$ cat config.mk
export PLATFORM = sky130hd
export DESIGN_NAME = core_bus_bridge
export DESIGN_NICKNAME = d
export VERILOG_FILES = /design/src/bridge_pkg.sv /design/src/core_req_capture.sv /design/src/addr_window_check.sv /design/src/rsp_sync.sv /design/src/core_bus_bridge.sv
export VERILOG_INCLUDE_DIRS = /design/src
export SDC_FILE = /design/constraint.sdc
export NUM_CORES = 1
export LEC_CHECK = 0
export ABC_AREA = 1
export BUFFER_PORTS_ARGS = -buffer_cell sky130_fd_sc_hd__buf_2
export CORE_AREA = 2 2 162 164
export CTS_BUF_LIST = sky130_fd_sc_hd__clkbuf_16
export DETAILED_ROUTE_END_ITERATION = 12
export DIE_AREA = 0 0 164 166
export REMOVE_ABC_BUFFERS = 1
export SYNTH_ARGS = -nofsm -noshare
export SYNTH_HDL_FRONTEND = slang
export SYNTH_HIERARCHICAL = 1
export SYNTH_SLANG_ARGS = --single-unit
$ cat constraint.sdc
create_clock -name clk_core -period 2.95 [get_ports clk_core]
set_input_delay 0.295 -clock clk_core [delete_from_list [all_inputs] [get_ports clk_core]]
set_output_delay 0.295 -clock clk_core [all_outputs]
set_load 0.005 [all_outputs]
$ cat src/bridge_defs.svh
`ifndef BRIDGE_DEFS_SVH
`define BRIDGE_DEFS_SVH

// bus widths shared by core and memory sides
`define BRIDGE_ADDR_W 32
`define BRIDGE_DATA_W 32
`define BRIDGE_BEN_W  4              // one enable per byte lane

// instruction memory window
`define IMEM_BASE     32'h0000_0000
`define IMEM_SIZE     32'h0000_4000  // 16 KiB

// data memory window
`define DMEM_BASE     32'h8000_0000
`define DMEM_SIZE     32'h0000_4000  // 16 KiB

`endif

$ cat src/bridge_pkg.sv
`default_nettype none
`include "bridge_defs.svh"

package bridge_pkg;

	// request as the core issues it, stb is a one-cycle pulse
	typedef struct packed {
		logic [`BRIDGE_ADDR_W-1:0] addr;
		logic [`BRIDGE_DATA_W-1:0] data;
		logic [`BRIDGE_BEN_W-1:0]  ben;
		logic                      rw;   // 1 = write
		logic                      stb;
	} core_req_t;

	// response toward the core, ack and err are pulses
	typedef struct packed {
		logic [`BRIDGE_DATA_W-1:0] data;
		logic                      ack;
		logic                      err;  // comes together with ack
	} core_rsp_t;

	// wishbone classic request toward a memory port
	typedef struct packed {
		logic                      cyc;
		logic                      stb;
		logic                      we;
		logic [`BRIDGE_BEN_W-1:0]  wstrb;
		logic [`BRIDGE_ADDR_W-1:0] addr;
		logic [`BRIDGE_DATA_W-1:0] data;
	} wb_req_t;

	// memory answer, data valid while ack is high
	typedef struct packed {
		logic [`BRIDGE_DATA_W-1:0] data;
		logic                      ack;
	} wb_rsp_t;

endpackage

`default_nettype wire

$ cat src/core_req_capture.sv
`timescale 1ns/1ps
`default_nettype none
`include "bridge_defs.svh"

module core_req_capture (
	input  wire logic                  clk_core,
	input  wire logic                  rst_core,
	input  wire bridge_pkg::core_req_t req_i,   // strobe from the core
	input  wire logic                  done_i,  // current request finished
	output bridge_pkg::core_req_t      held_o,  // request held for the bus
	output logic                       busy_o
);

	import bridge_pkg::*;

	core_req_t hold_q;  // payload of the accepted request
	logic      busy_q;  // one request in flight
	logic      take;    // accept a new request

	// a strobe that arrives while busy is dropped
	assign take = req_i.stb & ~busy_q;

	// control state
	always_ff @(posedge clk_core) begin
		if (rst_core) begin
			busy_q <= 1'b0;
		end else if (take) begin
			busy_q <= 1'b1;
		end else if (done_i) begin
			busy_q <= 1'b0;  // ack or err seen downstream
		end
	end

	// payload only loads on accept
	always_ff @(posedge clk_core) begin
		if (take) begin
			hold_q <= req_i;
		end
	end

	// stb of the held request tracks busy, not the stored pulse
	always_comb begin
		held_o     = hold_q;
		held_o.stb = busy_q;
	end

	assign busy_o = busy_q;

endmodule

`default_nettype wire

$ cat src/addr_window_check.sv
`timescale 1ns/1ps
`default_nettype none
`include "bridge_defs.svh"

module addr_window_check #(
	parameter logic [`BRIDGE_ADDR_W-1:0] WIN_BASE = `IMEM_BASE,
	parameter logic [`BRIDGE_ADDR_W-1:0] WIN_SIZE = `IMEM_SIZE
) (
	input  wire logic                  clk_core,
	input  wire logic                  rst_core,
	input  wire bridge_pkg::core_req_t held_i,
	output bridge_pkg::wb_req_t        wb_req_o,
	input  wire bridge_pkg::wb_rsp_t   wb_rsp_i,
	output bridge_pkg::core_rsp_t      rsp_o,     // raw, not yet synchronized
	output logic                       done_o
);

	import bridge_pkg::*;

	logic [`BRIDGE_ADDR_W-1:0] offset;   // address relative to the window
	logic                      in_win;
	logic                      fin_q;    // response given last cycle
	logic                      active;
	logic                      bus_go;   // wishbone cycle open
	logic                      err_go;   // out-of-window reject
	logic                      mem_ack;
	core_rsp_t                 rsp;

	// unsigned wrap makes addresses below the base fail too
	assign offset = held_i.addr - WIN_BASE;
	assign in_win = offset < WIN_SIZE;

	// held request still waiting for its answer
	assign active  = held_i.stb & ~fin_q;
	assign bus_go  = active & in_win;
	assign err_go  = active & ~in_win;
	assign mem_ack = bus_go & wb_rsp_i.ack;

	always_comb begin
		wb_req_o.cyc   = bus_go;
		wb_req_o.stb   = bus_go;
		wb_req_o.we    = held_i.rw;
		wb_req_o.wstrb = held_i.ben;
		wb_req_o.addr  = held_i.addr;
		wb_req_o.data  = held_i.data;
	end

	always_comb begin
		rsp.data = mem_ack ? wb_rsp_i.data : '0;
		rsp.ack  = mem_ack | err_go;  // a reject is acked as well
		rsp.err  = err_go;
	end

	// keeps the answer to a single pulse per held request
	always_ff @(posedge clk_core) begin
		if (rst_core) begin
			fin_q <= 1'b0;
		end else begin
			fin_q <= done_o;
		end
	end

	assign rsp_o  = rsp;
	assign done_o = rsp.ack;

endmodule

`default_nettype wire

$ cat src/rsp_sync.sv
`timescale 1ns/1ps
`default_nettype none
`include "bridge_defs.svh"

module rsp_sync (
	input  wire logic                  clk_core,
	input  wire logic                  rst_core,
	input  wire bridge_pkg::core_rsp_t rsp_i,  // straight from the memory path
	output bridge_pkg::core_rsp_t      rsp_o   // one cycle later
);

	import bridge_pkg::*;

	core_rsp_t rsp_q;

	// breaks the path from memory ack back into the core
	always_ff @(posedge clk_core) begin
		if (rst_core) begin
			rsp_q <= '0;
		end else begin
			rsp_q <= rsp_i;
		end
	end

	assign rsp_o = rsp_q;

endmodule

`default_nettype wire

$ cat src/core_bus_bridge.sv
`timescale 1ns/1ps
`default_nettype none
`include "bridge_defs.svh"

module core_bus_bridge (
	input  wire logic                  clk_core,
	input  wire logic                  rst_core,

	// instruction port of the core
	input  wire bridge_pkg::core_req_t ibus_req_i,
	output bridge_pkg::core_rsp_t      ibus_rsp_o,

	// data port of the core
	input  wire bridge_pkg::core_req_t dbus_req_i,
	output bridge_pkg::core_rsp_t      dbus_rsp_o,

	// wishbone memory ports
	output bridge_pkg::wb_req_t        imem_req_o,
	input  wire bridge_pkg::wb_rsp_t   imem_rsp_i,
	output bridge_pkg::wb_req_t        dmem_req_o,
	input  wire bridge_pkg::wb_rsp_t   dmem_rsp_i
);

	import bridge_pkg::*;

	core_req_t ibus_held;  // instruction chain
	logic      ibus_done;
	core_rsp_t ibus_raw;

	core_req_t dbus_held;  // data chain
	logic      dbus_done;
	core_rsp_t dbus_raw;

	// instruction port
	core_req_capture i_ibus_capture (
		.clk_core (clk_core),
		.rst_core (rst_core),
		.req_i    (ibus_req_i),
		.done_i   (ibus_done),
		.held_o   (ibus_held),
		.busy_o   ()            // held stb carries the same level
	);

	addr_window_check #(
		.WIN_BASE (`IMEM_BASE),
		.WIN_SIZE (`IMEM_SIZE)
	) i_ibus_check (
		.clk_core (clk_core),
		.rst_core (rst_core),
		.held_i   (ibus_held),
		.wb_req_o (imem_req_o),
		.wb_rsp_i (imem_rsp_i),
		.rsp_o    (ibus_raw),
		.done_o   (ibus_done)
	);

	rsp_sync i_ibus_sync (
		.clk_core (clk_core),
		.rst_core (rst_core),
		.rsp_i    (ibus_raw),
		.rsp_o    (ibus_rsp_o)
	);

	// data port, independent of the instruction port
	core_req_capture i_dbus_capture (
		.clk_core (clk_core),
		.rst_core (rst_core),
		.req_i    (dbus_req_i),
		.done_i   (dbus_done),
		.held_o   (dbus_held),
		.busy_o   ()
	);

	addr_window_check #(
		.WIN_BASE (`DMEM_BASE),
		.WIN_SIZE (`DMEM_SIZE)
	) i_dbus_check (
		.clk_core (clk_core),
		.rst_core (rst_core),
		.held_i   (dbus_held),
		.wb_req_o (dmem_req_o),
		.wb_rsp_i (dmem_rsp_i),
		.rsp_o    (dbus_raw),
		.done_o   (dbus_done)
	);

	rsp_sync i_dbus_sync (
		.clk_core (clk_core),
		.rst_core (rst_core),
		.rsp_i    (dbus_raw),
		.rsp_o    (dbus_rsp_o)
	);

endmodule

`default_nettype wire

### After elaboration in Yosys (flattened, before gate mapping)

Cells that the tools add are included.

| operators by class | value |
|---|---|
| add/subtract/negate cells | 1 |
| order comparisons | 2 |
| multiplexer cells | 4 |
| bitwise gates (word level) | 20 |
| reduce and logical (&&, ||, !) cells | 4 |

Operators with widths:

| cell | number |
|---|---|
| 32-bit by 15-bit < comparator with 1-bit output (second input constant) | 2 |
| 32-bit subtractor (second input constant) | 1 |
| 1-bit bitwise AND | 10 |
| 1-bit NOT | 8 |
| 1-bit 2-to-1 mux | 4 |
| 2-bit nonzero test | 2 |
| 2-bit OR reduction | 2 |
| 1-bit OR | 2 |

| word-level totals | value |
|---|---|
| register bits | 208 |
| output and inout bits | 210 |
| logic and storage cells | 47 |

### Depth between registers and ports, before layout

| depth | value |
|---|---|
| word-level depth | 7 |
| gate-level depth with buffers | 11 |
| mapped depth without buffers | 10 |

### By module

Netlist, hierarchy kept.

Modules (own cells, without submodules):

| module | times used | cells each | area each (um^2) |
|---|---|---|---|
| core_req_capture | 2 | 77 | 2129.5 |
| rsp_sync | 2 | 106 | 985.9 |
| addr_window_check (i_ibus_check) | 1 | 171 | 1176.1 |
| addr_window_check (i_dbus_check) | 1 | 168 | 1006.0 |

### Least setup slack after synthesis

Ideal clock, no wire load.

| path | value |
|---|---|
| kind | flip-flop to flip-flop |
| start point | reg i_dbus_capture.busy_q (netlist: i_dbus_capture/busy_o) |
| end point | reg i_dbus_capture.hold_q, in the netlist i_dbus_capture/held_o[10] (enable) |
| setup time | 423 ps |
| arrival | 1754 ps |
| required time | 2527 ps |
| slack | 773 ps |
| stages on the path, launching flop included | 4 |
| buffers on the path | 0 |
| clock period less this slack | 2177 ps |
| cells stage by stage | dfxtp_1 -> inv_1 -> nand2_2 -> inv_1 |

| on the way | value |
|---|---|
| longest elaborated chain between the ends | 2 |

RTL lines:

| what | line | RTL |
|---|---|---|
| from (decl) | core_req_capture.sv:17 | `logic busy_q;` |
| from (signal assigned) | core_req_capture.sv:26 | `busy_q <= 1'b0;` |
| from (signal assigned) | core_req_capture.sv:28 | `busy_q <= 1'b1;` |
| from (signal assigned) | core_req_capture.sv:30 | `busy_q <= 1'b0;` |
| 1-bit NOT | core_req_capture.sv:21 | `assign take = req_i.stb & ~busy_q;` |
| 1-bit bitwise AND | core_req_capture.sv:21 |  |
| net i_dbus_capture.take | core_req_capture.sv:18 | `logic take;` |
| to (signal assigned) | core_req_capture.sv:37 | `hold_q <= req_i;` |
| to (decl) | core_req_capture.sv:16 | `core_req_t hold_q;` |

The timed path passes the listed nets, and every way through them passes these cells.
A chain may end at the register's enable or synchronous reset.

==> metrics <==
Leakage 5.48 nW; WP data required 2.65 ns; vias in the first global route about 5900; multi-input logic area between 900 and 1000 sq um; clock power share 40.7%; Die H 166 um; max-cap viol count 0; critical path peak fanout 14; Total Neg Setup Slack 0 ns; part of the power in registers 50.3%; nets ~1300; CP delay by family, top simple AND/OR/NAND/NOR gates; Cells after Synth 705; Layout fillers 2333; # Post-CTS Setup Buffers 0; residual DRC count 0; Die Wd between 150 and 200 um; Die Area 27200 sq um; share of layout cells above drive strength 1 between 40 and 50%; Clock Sinks 210; Crit path top cell by count nor2_1; status finished, final reports clean; Core Util, Final between 40% and 50%; CTS Buffer Depth 3; Post-Route Skew around 0.013 ns; core area approximately 26000 sq um; Synth warnings 6; Hold Path Class input pin to flip-flop; Worst VDD drop 0.361 mV; Routed WL 22.2 mm; Hold Crit Start ibus_req_i[45]; post-synthesis sequential area ratio 66.4%; first-pass GRT wire length 32.1 mm; drt pass-1 iters 4; starting density of the core between 30% and 40%; Worst path slowest cell edfxtp_1; critical path launch point i_ibus_capture/held_o[57]; worst stage delay on the critical path 0.38 ns; Num CTS Buffers 23; syn avg cell area 11.9 sq um; GPL Wtd Cong 0.768; vias per cell between 3 and 4; Sw Ratio 21.7%; Post-DRT Antenna Nets 0; per-cell routed wire length between 15 and 20 um; P&R area growth vs syn 40.2%; reg2reg start i_ibus_capture/held_o[57]; H-tree levels 1; Register Area 5590 sq um; Std-Cell Rows 59; largest net degree at the start of global routing 70; crit-path cells nor2_1 -> nand2_1 -> nor2_1 -> nand4_4 -> buf_4 -> inv_1 -> buf_2; Top-Level Pins 418; worst-margin pin slew 0.562 ns; slew margin rel. between 60 and 70%; #FFs+latches synth 210; combinational fraction of design power 8.9%; pwr dens between 500 and 600 nW/um^2; Setup-failing EPs final 0; FMAX 422 MHz; Tmin final 2.37 ns; CTS tree built; Crit path arrival time about 2.1 ns; critical path class flip-flop to output pin; CP startpoint kind flip-flop; crit path buf inv count 3; Clk Latency, worst-skew pair approximately 0.50 ns; Final Hold Vio Count 0; initial drt markers 244; sw power 0.00144 W; DPL Wire Length between 15 and 20 mm; total global-route track usage 15.3%; initial antenna violation count 1; global route overflow 0; Ant. Diodes 0; Int Power 0.00519 W; Clk Tree Root Cell clkbuf_16; Final Cycle Share 80.3%; Post-Syn Area 8410 sq um; RSZ-0062 raised after global routing false; fin. max-slew vios 0; clock-pin slew on the worst setup and hold paths about 0.060 ns; Netlist cell types 23; IO Port Bufs 417; via count 5750; crit path capture type output pin
==> worst register-to-register path, stage by stage, from the launching register on <==
cell,delay (ns)
edfxtp_1,0.38
nor2_1,0.12
nand2_1,0.06
nor2_1,0.28
nand4_4,0.26
buf_4,0.29
nor3_1,0.15
inv_1,0.06
nor2_1,0.09
==> Yosys cell counts <==
cell	number	area, sq um
nand2_1	10	37.5
dfxtp_1	72	1440
buf_1	2	7.51
buf_2	1	5.00
nor2_4	3	33.8
or2_1	1	6.26
or2_0	1	6.26
buf_4	148	1110
inv_1	149	559
nand2_4	1	11.3
o21bai_1	2	15.0
nand4_4	1	21.3
nand3_2	1	10.0
edfxtp_1	138	4140
nand3_1	1	5.00
and2_1	2	12.5
nand2_2	2	12.5
buf_6	14	158
nor2_1	108	405
nor3_2	29	290
a21oi_2	2	17.5
nor3_1	3	15.0
nor2_2	14	87.6
==> metrics by stage <==
stage | cell area [sq um] | setup WS, ns | total power [W] | cells | hold slack (ns)
global route | 11800 | 0.368 | 0.00691 | 1477 | 0.00624
CTS | 11800 | 0.486 | 0.00673 | 1477 | 0.0131
detailed placement | 9720 | 1.02 | 0.00385 | 1299 | 0.473
global placement | 9720 | 1.05 | 0.00384 | 1299 | 0.472
floorplan | 7130 | 0.773 | 0.00352 | 540 | 0.357
finish | 11800 | 0.582 | 0.00663 | 1477 | 0.0301
==> worst paths after layout <==
kind | endpoint | slack (ns) | depth (start not counted)
worst max-delay path | imem_req_o[69] | 0.58 | 7
worst min-delay path | i_ibus_capture/held_o[45] | 0.03 | 1
worst max register to register | i_ibus_sync/rsp_o[33] | 1.19 | 8
worst min register to register | i_ibus_capture/busy_o | 0.50 | 2
==> layer usage <==
layer  GRT usage [%]  wire length (um)  vias up
met1            16.6              8270     2609
met5               0                13        -
met2            27.4             11000      257
li1                -                 -     2847
met3            5.72              2230       35
met4            5.15               625        2
==> power by group through the flow <==
stage,Sequential [W],Combinational (W),Clock [W]
final,0.00334,0.000592,0.00270
after detailed placement,0.00340,0.000450,0
after floorplan,0.00342,0.000100,0
after global routing,0.00335,0.000645,0.00291
after CTS,0.00334,0.000598,0.00279
after global placement,0.00339,0.000445,0
==> cell type report <==
class / count / share of cell area (%)
clock buffer: 23 / 4.88
tap: 335 / 3.55
sequential: 210 / 47.4
multi-input combinational: 181 / 8.37
timing repair buffer: 561 / 30.0
inverter: 149 / 4.74
clock inverter: 18 / 1.10
==> state kept, by name (all words and copies together) (netlist names) <==
name                   count
i_ibus_capture/held_o     69
i_ibus_sync/rsp_o         34
i_ibus_capture/busy_o      1
i_dbus_check/fin_q         1
i_dbus_capture/held_o     69
i_ibus_check/fin_q         1
i_dbus_sync/rsp_o         34
i_dbus_capture/busy_o      1
==> cell families (layout without fill, tap and decap cells) <==
| kind of cell | Yosys count | after routing | synth area share [%] |
|---|---|---|---|
| compound gates | 4 | 4 | 0.387 |
| buf+inv | 314 | 751 | 21.9 |
| flops | 210 | 210 | 66.4 |
| simple gates | 177 | 177 | 11.3 |
==> layout by cell type (no fill, tap or decap), drive strengths merged <==
master and n:
a21oi 2, and2 2, buf 424, bufinv 2
clkbuf 23, clkinv 7, clkinvlp 3, dfxtp 72
dlygate4sd3 137, edfxtp 138, inv 155, nand2 13
nand3 2, nand4 1, nor2 125, nor3 32
o21bai 2, or2 2
==> what timing repair did <==
| action | 4_1_cts | 5_1_grt |
|---|---|---|
| hold endpoints to repair | 137 | 0 |
| hold buffers | 137 | 0 |
| resized for setup | 0 | 0 |
Power figures use the tool's default switching activity.
